==> src/common/noc_cfg.svh <==
`ifndef NOC_CFG_SVH
`define NOC_CFG_SVH

// Tile topology
`define NOC_NUM_LINKS 2
`define NOC_BUFFER_SIZE 4

// Clock cycles per serial bit
`define NOC_BAUD_DIV 4

// Flit field widths
`define NOC_NODE_BITS 2
`define NOC_PAYLOAD_BITS 16

`endif
==> src/common/noc_pkg.sv <==
`include "noc_cfg.svh"

package noc_pkg;

    //////////////////////////////////////////////////
    // Flit and bus types
    //////////////////////////////////////////////////

    typedef struct packed {
        logic [`NOC_NODE_BITS-1:0]    dest;
        logic [`NOC_NODE_BITS-1:0]    src;
        logic [`NOC_PAYLOAD_BITS-1:0] payload;
    } flit_t;

    typedef struct packed {
        logic [3:0]  addr;   // Byte address
        logic        write;
        logic        read;
        logic [31:0] wdata;
    } bus_req_t;

    typedef struct packed {
        logic [31:0] rdata;
    } bus_rsp_t;

    // STATUS register layout
    typedef struct packed {
        logic [2:0] rx_count;
        logic       tx_full;
        logic       tx_drop;    // Sticky
        logic       link_drop;  // Sticky
        logic       frame_err;  // Sticky
        logic       spare;
    } status_t;

    //////////////////////////////////////////////////
    // Encodings
    //////////////////////////////////////////////////

    typedef enum logic [3:0] {
        TX_FLIT = 4'h0,
        RX_FLIT = 4'h4,
        STATUS  = 4'h8
    } reg_addr_e;

    typedef enum logic [1:0] {IDLE, START, DATA, STOP} uart_state_e;

endpackage

==> src/verilog/noc_tile.sv <==
`timescale 1ns/1ps
`include "noc_cfg.svh"

module noc_tile (
    input  logic                          clk,
    input  logic                          arst_n,
    input  logic [`NOC_NODE_BITS-1:0]     node_id,   // Strapped
    input  logic [`NOC_NUM_LINKS-1:0]     uart_rx,
    output logic [`NOC_NUM_LINKS-1:0]     uart_tx,
    input  noc_pkg::bus_req_t             bus_req,
    output noc_pkg::bus_rsp_t             bus_rsp,
    output logic [`NOC_NUM_LINKS-1:0]     frame_err,
    output logic [`NOC_NUM_LINKS-1:0]     link_drop
);
    // Switch port 0 is the endpoint, port i+1 is link i
    noc_pkg::flit_t [`NOC_NUM_LINKS:0] sw_in_flit, sw_out_flit;
    logic [`NOC_NUM_LINKS:0]           sw_in_valid, sw_in_ready;
    logic [`NOC_NUM_LINKS:0]           sw_out_valid, sw_out_ready;

    //////////////////////////////////////////////////
    // Serial links
    //////////////////////////////////////////////////
    for (genvar i = 0; i < `NOC_NUM_LINKS; i++) begin : g_link
        uart_phy phy_i (
            .clk      (clk),
            .arst_n   (arst_n),
            .rx       (uart_rx[i]),
            .tx_flit  (sw_out_flit[i+1]),
            .tx_valid (sw_out_valid[i+1]),
            .tx       (uart_tx[i]),
            .tx_ready (sw_out_ready[i+1]),
            .rx_flit  (sw_in_flit[i+1]),
            .rx_valid (sw_in_valid[i+1]),
            .frame_err(frame_err[i])
        );
    end

    flit_switch switch_i (
        .clk      (clk),
        .arst_n   (arst_n),
        .node_id  (node_id),
        .in_flit  (sw_in_flit),
        .in_valid (sw_in_valid),
        .out_ready(sw_out_ready),
        .in_ready (sw_in_ready),
        .out_flit (sw_out_flit),
        .out_valid(sw_out_valid),
        .link_drop(link_drop)
    );

    tile_endpoint endpoint_i (
        .clk      (clk),
        .arst_n   (arst_n),
        .node_id  (node_id),
        .bus_req  (bus_req),
        .inj_ready(sw_in_ready[0]),
        .ej_flit  (sw_out_flit[0]),
        .ej_valid (sw_out_valid[0]),
        .frame_err(frame_err),
        .link_drop(link_drop),
        .bus_rsp  (bus_rsp),
        .inj_flit (sw_in_flit[0]),
        .inj_valid(sw_in_valid[0]),
        .ej_ready (sw_out_ready[0])
    );

endmodule

==> src/verilog/tile_endpoint.sv <==
`timescale 1ns/1ps
`include "noc_cfg.svh"

module tile_endpoint (
    input  logic                          clk,
    input  logic                          arst_n,
    input  logic [`NOC_NODE_BITS-1:0]     node_id,
    input  noc_pkg::bus_req_t             bus_req,
    input  logic                          inj_ready,
    input  noc_pkg::flit_t                ej_flit,
    input  logic                          ej_valid,
    input  logic [`NOC_NUM_LINKS-1:0]     frame_err,
    input  logic [`NOC_NUM_LINKS-1:0]     link_drop,
    output noc_pkg::bus_rsp_t             bus_rsp,
    output noc_pkg::flit_t                inj_flit,
    output logic                          inj_valid,
    output logic                          ej_ready
);
    noc_pkg::reg_addr_e addr;
    noc_pkg::flit_t     wr_flit, rx_head;
    noc_pkg::status_t   status, clr;
    logic               wr_tx, rd_rx, rx_not_empty;
    logic [2:0]         rx_count;
    logic               tx_drop_q, link_drop_q, frame_err_q;

    assign addr    = noc_pkg::reg_addr_e'(bus_req.addr);
    assign wr_flit = noc_pkg::flit_t'(bus_req.wdata[$bits(noc_pkg::flit_t)-1:0]);
    assign clr     = noc_pkg::status_t'(bus_req.wdata[7:0]);

    // Injection goes straight into the switch, src is our own id
    assign wr_tx     = bus_req.write && (addr == noc_pkg::TX_FLIT);
    assign inj_valid = wr_tx && inj_ready;
    assign inj_flit  = '{dest: wr_flit.dest, src: node_id, payload: wr_flit.payload};

    assign rd_rx = bus_req.read && (addr == noc_pkg::RX_FLIT) && rx_not_empty;

    flit_buffer rx_buf (
        .clk      (clk),
        .arst_n   (arst_n),
        .wr_flit  (ej_flit),
        .wr_en    (ej_valid),
        .rd_en    (rd_rx),
        .rd_flit  (rx_head),
        .ready    (ej_ready),
        .not_empty(rx_not_empty),
        .count    (rx_count)
    );

    assign status = '{rx_count: rx_count, tx_full: !inj_ready, tx_drop: tx_drop_q,
                      link_drop: link_drop_q, frame_err: frame_err_q, spare: 1'b0};

    always_ff @(posedge clk or negedge arst_n) begin
        if (!arst_n) begin
            tx_drop_q     <= 1'b0;
            link_drop_q   <= 1'b0;
            frame_err_q   <= 1'b0;
            bus_rsp.rdata <= '0;
        end else begin
            if (bus_req.write && addr == noc_pkg::STATUS) begin  // Write ones to clear
                tx_drop_q   <= (tx_drop_q & !clr.tx_drop) | (wr_tx && !inj_ready);
                link_drop_q <= (link_drop_q & !clr.link_drop) | (|link_drop);
                frame_err_q <= (frame_err_q & !clr.frame_err) | (|frame_err);
            end else begin
                tx_drop_q   <= tx_drop_q | (wr_tx && !inj_ready);
                link_drop_q <= link_drop_q | (|link_drop);
                frame_err_q <= frame_err_q | (|frame_err);
            end
            bus_rsp.rdata <= '0;
            if (bus_req.read) begin
                case (addr)
                    noc_pkg::RX_FLIT: if (rx_not_empty) bus_rsp.rdata <= 32'(rx_head);
                    noc_pkg::STATUS:  bus_rsp.rdata <= 32'(status);
                    default:          bus_rsp.rdata <= '0;
                endcase
            end
        end
    end

    assert property (@(posedge clk) disable iff (!arst_n) !(bus_req.read && bus_req.write))
        else $error("tile_endpoint: read and write strobes together");

endmodule

==> src/switch/flit_switch.sv <==
`timescale 1ns/1ps
`include "noc_cfg.svh"

module flit_switch (
    input  logic                                   clk,
    input  logic                                   arst_n,
    input  logic [`NOC_NODE_BITS-1:0]              node_id,
    input  noc_pkg::flit_t [`NOC_NUM_LINKS:0]      in_flit,
    input  logic [`NOC_NUM_LINKS:0]                in_valid,
    input  logic [`NOC_NUM_LINKS:0]                out_ready,
    output logic [`NOC_NUM_LINKS:0]                in_ready,
    output noc_pkg::flit_t [`NOC_NUM_LINKS:0]      out_flit,
    output logic [`NOC_NUM_LINKS:0]                out_valid,
    output logic [`NOC_NUM_LINKS-1:0]              link_drop
);
    localparam int NUM_PORTS = `NOC_NUM_LINKS + 1;
    localparam int PW = $clog2(NUM_PORTS);

    noc_pkg::flit_t [NUM_PORTS-1:0] head;
    logic [NUM_PORTS-1:0]           buf_ready, buf_not_empty, wr_en, rd_en;
    logic [NUM_PORTS-1:0][PW-1:0]   route, gnt_idx, rr_ptr;
    logic [NUM_PORTS-1:0][NUM_PORTS-1:0] req, grant;  // [output][input]
    logic [NUM_PORTS-1:0][NUM_PORTS-1:0] in_grant;    // [input][output]

    assign in_ready  = buf_ready;
    assign wr_en     = in_valid & buf_ready;
    assign link_drop = in_valid[NUM_PORTS-1:1] & ~buf_ready[NUM_PORTS-1:1];  // Full link input

    for (genvar i = 0; i < NUM_PORTS; i++) begin : g_in_buf
        flit_buffer buf_i (
            .clk      (clk),
            .arst_n   (arst_n),
            .wr_flit  (in_flit[i]),
            .wr_en    (wr_en[i]),
            .rd_en    (rd_en[i]),
            .rd_flit  (head[i]),
            .ready    (buf_ready[i]),
            .not_empty(buf_not_empty[i]),
            .count    ()
        );
    end

    //////////////////////////////////////////////////
    // Routing and request matrix
    //////////////////////////////////////////////////
    always_comb begin
        for (int i = 0; i < NUM_PORTS; i++) begin
            if (head[i].dest == node_id) route[i] = PW'(0);   // Local endpoint
            else if (head[i].dest[0])    route[i] = PW'(2);
            else                         route[i] = PW'(1);
            for (int o = 0; o < NUM_PORTS; o++)
                req[o][i] = buf_not_empty[i] && (route[i] == PW'(o));
        end
    end

    // Round-robin search starting at each output's pointer
    always_comb begin : arbitrate
        logic [PW-1:0] idx;
        logic          found;
        grant   = '0;
        gnt_idx = '0;
        for (int o = 0; o < NUM_PORTS; o++) begin
            found = 1'b0;
            for (int k = 0; k < NUM_PORTS; k++) begin
                idx = PW'((int'(rr_ptr[o]) + k) % NUM_PORTS);
                if (!found && out_ready[o] && req[o][idx]) begin
                    grant[o][idx] = 1'b1;
                    gnt_idx[o]    = idx;
                    found         = 1'b1;
                end
            end
            out_valid[o] = |grant[o];
            out_flit[o]  = head[gnt_idx[o]];
        end
        for (int i = 0; i < NUM_PORTS; i++) begin
            for (int o = 0; o < NUM_PORTS; o++) in_grant[i][o] = grant[o][i];
            rd_en[i] = |in_grant[i];  // Head leaves on grant
        end
    end

    always_ff @(posedge clk or negedge arst_n) begin
        if (!arst_n) begin
            rr_ptr <= '0;
        end else begin
            for (int o = 0; o < NUM_PORTS; o++) begin
                if (out_valid[o])
                    rr_ptr[o] <= (gnt_idx[o] == PW'(NUM_PORTS - 1)) ? '0 : gnt_idx[o] + 1'b1;
            end
        end
    end

    // Port 0 has no drop path, the endpoint must see room before it strobes
    assert property (@(posedge clk) disable iff (!arst_n) in_valid[0] |-> in_ready[0])
        else $error("flit_switch: local flit offered while port 0 buffer is full");

endmodule

==> src/switch/flit_buffer.sv <==
`timescale 1ns/1ps
`include "noc_cfg.svh"

module flit_buffer (
    input  logic           clk,
    input  logic           arst_n,
    input  noc_pkg::flit_t wr_flit,
    input  logic           wr_en,
    input  logic           rd_en,
    output noc_pkg::flit_t rd_flit,
    output logic           ready,
    output logic           not_empty,
    output logic [2:0]     count
);
    localparam int AW = $clog2(`NOC_BUFFER_SIZE);

    noc_pkg::flit_t mem [`NOC_BUFFER_SIZE];
    logic [AW-1:0]  wr_ptr, rd_ptr;

    assign rd_flit   = mem[rd_ptr];  // Head entry
    assign ready     = (count != 3'(`NOC_BUFFER_SIZE));
    assign not_empty = (count != '0);

    always_ff @(posedge clk or negedge arst_n) begin
        if (!arst_n) begin
            wr_ptr <= '0;
            rd_ptr <= '0;
            count  <= '0;
        end else begin
            if (wr_en) wr_ptr <= (wr_ptr == AW'(`NOC_BUFFER_SIZE - 1)) ? '0 : wr_ptr + 1'b1;
            if (rd_en) rd_ptr <= (rd_ptr == AW'(`NOC_BUFFER_SIZE - 1)) ? '0 : rd_ptr + 1'b1;
            count <= count + 3'(wr_en) - 3'(rd_en);
        end
    end

    always_ff @(posedge clk) begin
        if (wr_en) mem[wr_ptr] <= wr_flit;
    end

    assert property (@(posedge clk) disable iff (!arst_n) wr_en |-> ready)
        else $error("flit_buffer: write while full");
    assert property (@(posedge clk) disable iff (!arst_n) rd_en |-> not_empty)
        else $error("flit_buffer: read while empty");

endmodule

==> src/uart_link/uart_phy.sv <==
`timescale 1ns/1ps
`include "noc_cfg.svh"

module uart_phy (
    input  logic            clk,
    input  logic            arst_n,
    input  logic            rx,
    input  noc_pkg::flit_t  tx_flit,
    input  logic            tx_valid,
    output logic            tx,
    output logic            tx_ready,
    output noc_pkg::flit_t  rx_flit,
    output logic            rx_valid,
    output logic            frame_err
);
    localparam int FW = $bits(noc_pkg::flit_t);
    localparam int BW = $clog2(`NOC_BAUD_DIV);

    //////////////////////////////////////////////////
    // Transmitter
    //////////////////////////////////////////////////
    noc_pkg::uart_state_e tx_state;
    logic [BW-1:0]        tx_baud;
    logic [4:0]           tx_bit;
    logic [FW-1:0]        tx_shift;

    assign tx_ready = (tx_state == noc_pkg::IDLE);
    assign tx = (tx_state == noc_pkg::START) ? 1'b0 :
                (tx_state == noc_pkg::DATA)  ? tx_shift[0] : 1'b1;

    always_ff @(posedge clk or negedge arst_n) begin
        if (!arst_n) begin
            tx_state <= noc_pkg::IDLE;
            tx_baud  <= '0;
            tx_bit   <= '0;
        end else if (tx_state == noc_pkg::IDLE) begin
            tx_baud <= '0;
            if (tx_valid) tx_state <= noc_pkg::START;
        end else if (tx_baud == BW'(`NOC_BAUD_DIV - 1)) begin
            tx_baud <= '0;
            case (tx_state)
                noc_pkg::START: begin
                    tx_state <= noc_pkg::DATA;
                    tx_bit   <= '0;
                end
                noc_pkg::DATA: begin
                    if (tx_bit == 5'(FW - 1)) tx_state <= noc_pkg::STOP;
                    else tx_bit <= tx_bit + 5'd1;
                end
                default: tx_state <= noc_pkg::IDLE;  // End of stop bit
            endcase
        end else begin
            tx_baud <= tx_baud + 1'b1;
        end
    end

    always_ff @(posedge clk) begin
        if (tx_ready && tx_valid) tx_shift <= tx_flit;
        else if (tx_state == noc_pkg::DATA && tx_baud == BW'(`NOC_BAUD_DIV - 1))
            tx_shift <= tx_shift >> 1;  // LSB goes out first
    end

    //////////////////////////////////////////////////
    // Receiver
    //////////////////////////////////////////////////
    noc_pkg::uart_state_e rx_state;
    logic [BW-1:0]        rx_baud;
    logic [4:0]           rx_bit;
    logic [FW-1:0]        rx_shift;
    logic                 rx_meta, rx_sync, rx_prev;

    assign rx_flit = noc_pkg::flit_t'(rx_shift);

    always_ff @(posedge clk or negedge arst_n) begin
        if (!arst_n) begin
            rx_meta   <= 1'b1;
            rx_sync   <= 1'b1;
            rx_prev   <= 1'b1;
            rx_state  <= noc_pkg::IDLE;
            rx_baud   <= '0;
            rx_bit    <= '0;
            rx_valid  <= 1'b0;
            frame_err <= 1'b0;
        end else begin
            rx_meta   <= rx;
            rx_sync   <= rx_meta;
            rx_prev   <= rx_sync;
            rx_valid  <= 1'b0;
            frame_err <= 1'b0;
            rx_baud   <= rx_baud + 1'b1;
            case (rx_state)
                noc_pkg::IDLE: begin
                    rx_baud <= '0;
                    if (rx_prev && !rx_sync) rx_state <= noc_pkg::START;  // Falling edge
                end
                noc_pkg::START: begin
                    // Half a bit in, the line must still be low
                    if (rx_baud == BW'(`NOC_BAUD_DIV / 2 - 1)) begin
                        rx_baud  <= '0;
                        rx_bit   <= '0;
                        rx_state <= rx_sync ? noc_pkg::IDLE : noc_pkg::DATA;
                    end
                end
                noc_pkg::DATA: begin
                    if (rx_baud == BW'(`NOC_BAUD_DIV - 1)) begin
                        rx_bit <= rx_bit + 5'd1;
                        if (rx_bit == 5'(FW - 1)) rx_state <= noc_pkg::STOP;
                    end
                end
                default: begin
                    if (rx_baud == BW'(`NOC_BAUD_DIV - 1)) begin
                        rx_valid  <= rx_sync;
                        frame_err <= !rx_sync;  // Bad stop bit, flit is discarded
                        rx_state  <= noc_pkg::IDLE;
                    end
                end
            endcase
        end
    end

    always_ff @(posedge clk) begin
        if (rx_state == noc_pkg::DATA && rx_baud == BW'(`NOC_BAUD_DIV - 1))
            rx_shift <= {rx_sync, rx_shift[FW-1:1]};
    end

    // The switch must only hand over a flit when the transmitter is idle
    assert property (@(posedge clk) disable iff (!arst_n) tx_valid |-> tx_ready)
        else $error("uart_phy: flit offered while transmitter busy");

endmodule

==> config.mk <==
export PLATFORM = sky130hd
export DESIGN_NAME = noc_tile
export DESIGN_NICKNAME = d
export VERILOG_FILES = /design/src/common/noc_pkg.sv /design/src/verilog/noc_tile.sv /design/src/verilog/tile_endpoint.sv /design/src/switch/flit_switch.sv /design/src/switch/flit_buffer.sv /design/src/uart_link/uart_phy.sv
export VERILOG_INCLUDE_DIRS = /design/src /design/src/common
export SDC_FILE = /design/constraint.sdc
export NUM_CORES = 1
export LEC_CHECK = 0
export ABC_CLOCK_PERIOD_IN_PS = 4100
export BUFFER_PORTS_ARGS = -buffer_cell sky130_fd_sc_hd__buf_2
export CAP_MARGIN = 40
export CORE_AREA = 8 8 227 229
export CTS_BUF_LIST = sky130_fd_sc_hd__clkbuf_2 sky130_fd_sc_hd__clkbuf_4 sky130_fd_sc_hd__clkbuf_8
export DETAILED_ROUTE_END_ITERATION = 6
export DIE_AREA = 0 0 235 237
export GPL_TIMING_DRIVEN = 0
export PLACE_DENSITY = 0.74
export SLEW_MARGIN = 20
export SYNTH_ARGS = -nofsm -noshare
export SYNTH_HDL_FRONTEND = slang
export SYNTH_SLANG_ARGS = --single-unit
==> constraint.sdc <==
create_clock -name clk -period 4.1 [get_ports clk]
set_input_delay 0.615 -clock clk [delete_from_list [all_inputs] [get_ports clk]]
set_output_delay 0.615 -clock clk [all_outputs]
set_load 0.05 [all_outputs]
======== Word-level counts from Yosys, hierarchy flattened ========
Memories as Yosys holds them, arrays and structs flattened.
Cells that the tools add are included.
operators by class
  add/subtract/negate cells ............... 33
  divide/modulo/power cells ............... 9
  order comparisons ....................... 21
  eq/ne operators ......................... 58
  multiplexer cells ....................... 155
  bitwise gates (word level) .............. 20
  reductions and logical operators ........ 99
operators by type and width
  operator                                                                              number
  32-bit by 3-bit modulo with 32-bit output (second input constant)                     6
  20-bit two-way mux                                                                    8
  20-bit binary-select mux with 2-bit select                                            3
  2-bit two-way mux                                                                     52
  3-bit by 3-bit modulo with 32-bit output (second input constant)                      3
  1-bit logical AND                                                                     47
  1-bit two-way mux                                                                     47
  2-bit equality test (second input constant)                                           22
  20-bit one-hot mux with 2 select lines                                                1
  5-bit one-hot mux with 2 select lines                                                 4
  2-bit by 3-bit < comparator with 1-bit output (second input constant)                 12
  32-bit two-way mux                                                                    1
  2-bit by 1-bit adder with 2-bit output (second input constant)                        15
  5-bit two-way mux                                                                     6
  3-bit two-way mux                                                                     9
  3-bit OR reduction                                                                    8
  5-bit by 1-bit adder with 5-bit output (second input constant)                        4
  5-bit equality test (second input constant)                                           4
  2-bit by 1-bit inequality test with 1-bit output (second input constant)              10
  1-bit binary-select mux with 2-bit select                                             9
  1-bit demux with 2-bit select                                                         9
  2-bit by 1-bit equality test with 1-bit output (second input constant)                9
  2-bit by 1-bit greater-or-equal comparator with 1-bit output (second input constant)  9
  3-bit bitwise OR                                                                      6
  27 further kinds                                                                      91
storage, ports and cells
  bits in registers ....................... 195
  bits in writable memories ............... 320
  bits of input ports ..................... 44
  output and inout port bits .............. 38
  logic and storage cells ................. 444
  memories kept ........................... 4
memories
  memory                          words  bits a word  read ports  clocked after Yosys merged registers in  wr ports  line               text
  endpoint_i.rx_buf.mem           4      20           1           0                                        1         flit_buffer.sv:17  noc_pkg::flit_t mem [`NOC_BUFFER_SIZE];
  switch_i.g_in_buf[0].buf_i.mem  4      20           1           0                                        1         flit_buffer.sv:17
  switch_i.g_in_buf[1].buf_i.mem  4      20           1           0                                        1         flit_buffer.sv:17
  switch_i.g_in_buf[2].buf_i.mem  4      20           1           0                                        1         flit_buffer.sv:17

======== Depth between registers and ports, before layout ========
An unclocked memory read counts as a cell.
  word-level depth ........................ 20
  depth in mapped cells ................... 17
  gate-level depth less buffers ........... 16

======== Modules after synthesis ========
Synthesis repeated with hierarchy kept, for this count alone.
second synthesis, totals
  cell total of the unflattened synthesis .. 1430
  area total of the unflattened synthesis .. 22584.2 µm²
modules (own cells, without submodules)
  module                      instances  cells each  area each (µm²)  seq. area each (µm²)
  flit_buffer                 4          140         3300.7           2577.5
  flit_switch                 1          432         3041.7           150.1
  uart_phy (g_link[0].phy_i)  1          172         2628.8           1780.5
  uart_phy (g_link[1].phy_i)  1          172         2611.3           1780.5
  tile_endpoint               1          94          1099.8           575.6

======== Least setup slack after synthesis ========
Ideal clock, no wire load.
  kind .................................... in2reg
  start ................................... in node_id[1]
  end ..................................... mem endpoint_i.rx_buf.mem[0][0] in the netlist's numbering, enable pin
  setup time .............................. 0.399 ns
  data arrival time ....................... 3.561 ns
  data required time ...................... 3.701 ns
  setup slack ............................. 0.140 ns
  stages .................................. 10
  buffers on the path ..................... 2
  cell sequence ........................... buf_2 -> buf_2 -> and2_1 -> mux2_2 -> a221oi_1 -> nor4_1 -> or2_2 -> o31ai_1 -> a2111oi_4 -> nor2b_1
between the ends
  longest elaborated chain between the ends .. 19
  elaborated cells on any way between the ends .. 35
  those cells by class .................... eq/ne: 3; mux: 16; bitwise: 2; reduce/logical: 14
RTL lines
  what                                         line               text
  start: declaration                           noc_tile.sv:7      input logic [`NOC_NODE_BITS-1:0] node_id,
  2-bit equality test                          flit_switch.sv:48  if (head[i].dest == node_id) route[i] = PW'(0);
  2-bit two-way mux                            flit_switch.sv:48
  2-bit zero test                              flit_switch.sv:52  req[o][i] = buf_not_empty[i] && (route[i] == PW'(o));
  1-bit logical AND                            flit_switch.sv:52
  1-bit binary-select mux with 2-bit select    flit_switch.sv:66  if (!found && out_ready[o] && req[o][idx]) begin
  1-bit two-way mux (implied by the code)      flit_switch.sv:66
  1-bit logical AND                            flit_switch.sv:66
  1-bit two-way mux                            flit_switch.sv:66
  1-bit zero test                              flit_switch.sv:66
  1-bit logical AND (2 in a row)               flit_switch.sv:66
  1-bit two-way mux                            flit_switch.sv:66
  1-bit zero test                              flit_switch.sv:66
  1-bit logical AND (2 in a row)               flit_switch.sv:66
  3-bit two-way mux (*)                        flit_switch.sv:66
  3-bit OR reduction (*)                       flit_switch.sv:72  out_valid[o] = |grant[o];
  1-bit two-way mux (*)                        flit_buffer.sv:37  if (wr_en) mem[wr_ptr] <= wr_flit;
  1-bit two-way mux (implied by the code) (*)  flit_buffer.sv:37
  end: declaration                             flit_buffer.sv:17
Mark *: on every way between the ends. The rest lies on a longest branch, timed or not. The select of a mux whose other input is x is not followed.

======== Worst setup path in the final report ========
  start ................................... reg switch_i.g_in_buf[1].buf_i.rd_ptr[1]
  end ..................................... reg switch_i.g_in_buf[0].buf_i.count[2]
between the ends
  longest elaborated chain between the ends .. 19
  elaborated cells on any way between the ends .. 72
  those cells by class .................... add/sub: 1; eq/ne: 3; mux: 35; bitwise: 6; reduce/logical: 26; memory: 1
RTL lines
  what                                                                    line                                  text
  start: declaration                                                      flit_buffer.sv:18                     logic [AW-1:0] wr_ptr, rd_ptr;
  start signal: assignment                                                flit_buffer.sv:31                     if (rd_en) rd_ptr <= (rd_ptr == AW'(`NOC_BUFFER_SIZE - 1)) ? '0 : rd_ptr + 1'b1;
  memory read 4 x 20 bit (*)                                              n/a
  2-bit equality test or 2-bit two-way mux (tied branches)                flit_switch.sv:48, flit_switch.sv:49
  2-bit two-way mux (*)                                                   flit_switch.sv:48
  2-bit by 1-bit equality test with 1-bit output (tied with other cells)  flit_switch.sv:52
  1-bit logical AND                                                       flit_switch.sv:52
  1-bit binary-select mux with 2-bit select                               flit_switch.sv:66
  1-bit two-way mux (implied by the code)                                 flit_switch.sv:66
  1-bit logical AND                                                       flit_switch.sv:66
  [... 2 more ...]                                                        n/a
  1-bit logical AND (2 in a row)                                          flit_switch.sv:66
  1-bit two-way mux                                                       flit_switch.sv:66
  1-bit zero test                                                         flit_switch.sv:66
  1-bit logical AND (2 in a row)                                          flit_switch.sv:66
  3-bit two-way mux                                                       flit_switch.sv:66
  3-bit OR reduction (*)                                                  flit_switch.sv:77                     rd_en[i] = |in_grant[i];
  via switch_i.g_in_buf[0].buf_i.rd_en                                    flit_buffer.sv:9                      input logic rd_en,
  3-bit by 1-bit subtractor with 3-bit output (*)                         flit_buffer.sv:32                     count <= count + 3'(wr_en) - 3'(rd_en);
  end signal: assignment                                                  flit_buffer.sv:32
  end: declaration                                                        flit_buffer.sv:13                     output logic [2:0] count
Mark *: on every way through the listed nets, which the timed path passes. The rest lies on a longest branch. The select of a mux whose other input is x is not followed.
A chain may end at the register's enable or synchronous reset.

==> results.md <==
- Status: completed
- Worst setup SP type: flip-flop
- DRT iter0 DRCs: between 1000 and 1500
- Antenna Nets Post-Route: 0
- PortBufs: 55
- Most common cell after layout, fill and taps aside: edfxtp_1
- Leakage power: 9.763 nW
- Actual slew at the worst max-slew pin: 852.3 ps
- Final WL: approximately 50 mm
- Gr usage total: 17.44%
- Cells after Synth: 1457
- Setup TNS: 0 ps
- Multi-input gate area: 0.007717 mm²
- Post-Layout Cell Count: between 2000 and 2500
- Net Sw Frac: 34.70%
- Core ar.: just under 0.05 mm²
- Hold Fails Final Rpt: 0
- Hold crit path type: in2reg
- Yosys top cell area share: between 50% and 60%
- Fmax: about 250 MHz
- Count of different cell masters after synthesis: 88
- Kind of critical path: reg2reg
- Vias in the first global route: approximately 13000
- Crit Path Max Fanout: 5
- Die ar.: approximately 0.056 mm²
- Part of the power in registers: roughly 38%
- Clk network pwr share: a little over a fifth
- Post-DP HPWL: 35.04 mm
- Netlist Area Pre-Place: about 0.023 mm²
- Worst EP arrival: roughly 4500 ps
- Internal power: ~13 mW
- Worst Skew: roughly 35 ps
- Clock root cell: clkbuf_8
- I/O pins: 82
- Worst-path clk slew: approximately 60 ps
- Vias: around 13000
- Top post-synthesis cells by area: edfxtp_1 53%, dfrtp_1 11%, mux4_2 7.8%
- GRT overflow: 0
- Hold_sp: uart_rx[1]
- CTS Buffer Depth: 3
- Period utilization: a little over nine tenths
- RSZ-0062 raised after global routing: true
- Die W: between 200 and 250 µm
- Inst Count DP: approximately 2200
- Routed WL per cell: approximately 21 µm
- Final net count: around 1800
- Comb power frac: 41.1%
- CTS Buf Count: slightly above 80
- Worst R2R Path Depth: 15
- Worst-Skew Late Latency: between 600 and 700 ps
- Async S/R FF share, synth: between 20 and 25%
- Layout cells sized above 1: 28.77%
- Post-synth EDFFs: 400
- H-tree depth: 3
- Area grow syn2layout: 16.04%
- Reg-to-reg endpoint: switch_i.g_in_buf[0].buf_i.count[2]
- Worst slew margin: 43.18%
- Die height: approximately 240 µm
- Top_reg_cell synth: edfxtp_1
- Rows: 81
- Hold Crit Endpoint: g_link[1].phy_i.rx_meta
- Worst VDD drop: roughly 0.32 mV
- Min Tclk post-route: 4041 ps
- Max Cap Viol: 0
- Area leader, netlist: edfxtp_1
- Initial core utilization: a little under half
- First-pass GRT wire length: 76.09 mm
- Yosys Warn Count: 0
- Worst setup EP type: flip-flop
- WP data required: between 4000 and 5000 ps
- Clk sinks: approximately 500
- Final setup fails: 0
- Hold path cells: 1
- DRC: 0
- Vias/cell: between 5 and 6
- Most frequent cells in the layout: 400 x edfxtp_1, 94 x dfrtp_1, 88 x clkbuf_8
- Pin count of the biggest net entering global routing: 73
- Routability cong.: 0.8868
- Fillers: between 3000 and 4000
- Initial antenna violation count: 2
- Flop-to-flop setup slack: 60 ps
- First-pass DRT Iterations: 5
- Fin util: a little over half
- Hold Slack: roughly 95 ps
- Synth Area per Inst: between 15 and 20 µm²
- CTS tree: done
- Sequential standard cell area: roughly 0.015 mm²
- Power Dens Cells: 756.1 mW/mm²
- Final Max Slew Viols: 0
- Sw Pwr: 6.896 mW
- RR Startpoint: switch_i.g_in_buf[1].buf_i.rd_ptr[1]
- Overall Power: roughly 20 mW
- Seq/Total Area, Yosys: 64.44%
- Seq cells post-synth: just over 500
==> power by group through the flow <==
stage / sequential, mW / combinational, mW / clock (mW)
after floorplan: 7.38 / 5.44 / 0
after global placement: 7.48 / 7.10 / 0
after detailed placement: 7.53 / 7.53 / 0
after CTS: 7.45 / 7.72 / 4.35
after global routing: 7.54 / 8.81 / 4.55
final: 7.45 / 8.16 / 4.26
==> layer usage <==
layer | share of wire (%) | vias to the layer above | GRT usage [%]
li1 | - | 6052 | -
met1 | 42 | 6818 | 22.22
met2 | 49 | 419 | 29.38
met3 | 5.9 | 87 | 3.604
met4 | 2.6 | 2 | 6.332
met5 | 0.026 | - | 0
==> state kept, by name, summed over array words and instances (netlist names), 4 cells and up <==
register                        count
switch_i.g_in_buf.buf_i.mem       240
g_link.phy_i.tx_shift              40
switch_i.rr_ptr                     6
g_link.phy_i.tx_bit                10
switch_i.g_in_buf.buf_i.rd_ptr      6
g_link.phy_i.rx_flit               40
switch_i.g_in_buf.buf_i.wr_ptr      6
g_link.phy_i.tx_baud                4
g_link.phy_i.rx_baud                4
g_link.phy_i.tx_state               4
endpoint_i.bus_rsp                 20
endpoint_i.rx_buf.mem              80
g_link.phy_i.rx_state               4
g_link.phy_i.rx_bit                10
switch_i.g_in_buf.buf_i.count       9
==> cell type report <==
cell class	instances	area share, %
sequential	503	55.54
multi-input combinational	806	29.36
clock buffer	116	5.383
timing repair buffer	114	3.203
tap	622	2.961
buffer	71	1.599
inverter	86	1.228
clock inverter	28	0.7140
antenna	1	0.009520
==> worst max path at each step <==
stage | slack [ps] | end | cells after the start | startpoint
6_report | 60 | switch_i.g_in_buf[0].buf_i.count[2] | 15 | switch_i.g_in_buf[1].buf_i.rd_ptr[1]
5_1_grt | -50 | switch_i.g_in_buf[2].buf_i.count[2] | 17 | switch_i.g_in_buf[2].buf_i.rd_ptr[1]
4_1_cts | -10 | switch_i.g_in_buf[0].buf_i.count[2] | 14 | switch_i.g_in_buf[1].buf_i.rd_ptr[1]
3_5_place_dp | -790 | switch_i.g_in_buf[1].buf_i.count[2] | 17 | node_id[0]
3_3_place_gp | -1090 | endpoint_i.rx_buf.mem[1][5] | 11 | node_id[1]
2_1_floorplan | 140 | endpoint_i.rx_buf.mem[0][0] | 10 | node_id[1]
==> kinds of logic after synthesis <==
group / count (synthesis) / synth area share (%)
buffers and inverters: 159 / 3.242
AND/OR/NAND/NOR: 324 / 8.014
flip-flops: 503 / 64.44
adder cells (fa/ha/maj): 72 / 4.109
other: 1 / 0.01655
AO/OA/AOI/OAI: 228 / 7.777
multiplexers: 159 / 11.98
XOR/XNOR: 11 / 0.4253
==> worst max-delay path: stages (launching register included) <==
cell and delay [ps]:
dfrtp_2 480, mux2i_4 390, buf_4 170, mux2i_1 340
nor3_2 130, a221o_1 400, nor3b_1 180, a221o_1 290
a2111o_1 370, ha_1 300, inv_1 50, ha_1 150
inv_2 50, fa_2 340, xnor2_2 150, xnor2_1 130
==> cells in the mapped netlist, types with 15 or more instances <==
cell	n
nand3_1	28
mux4_2	78
nor2b_1	15
nor3_1	29
and2_1	62
buf_4	20
mux2i_1	23
inv_1	86
ha_1	68
a21oi_1	19
nor2_1	36
mux2_2	39
and3_1	15
clkbuf_1	37
mux2_4	16
edfxtp_1	400
o21ai_0	60
nand2_1	59
a22oi_1	21
a221o_1	39
dfrtp_1	97
==> stage by stage <==
stage	setup WS (ps)	instance area [µm²]
after floorplan	139.5	22690
after global placement	-1088	23750
after detailed placement	-787.3	24080
after CTS	-11.02	25900
after global routing	-49.51	26280
final	59.08	26290
==> repair_timing <==
action,in CTS,in global routing
setup buffers,4,30
gates resized for setup,39,31
hold endpoints to repair,28,0
pin swaps,4,14
endpoints found under the setup margin,70,57
hold buffers,1,0
(Power assumes the default switching activity.)
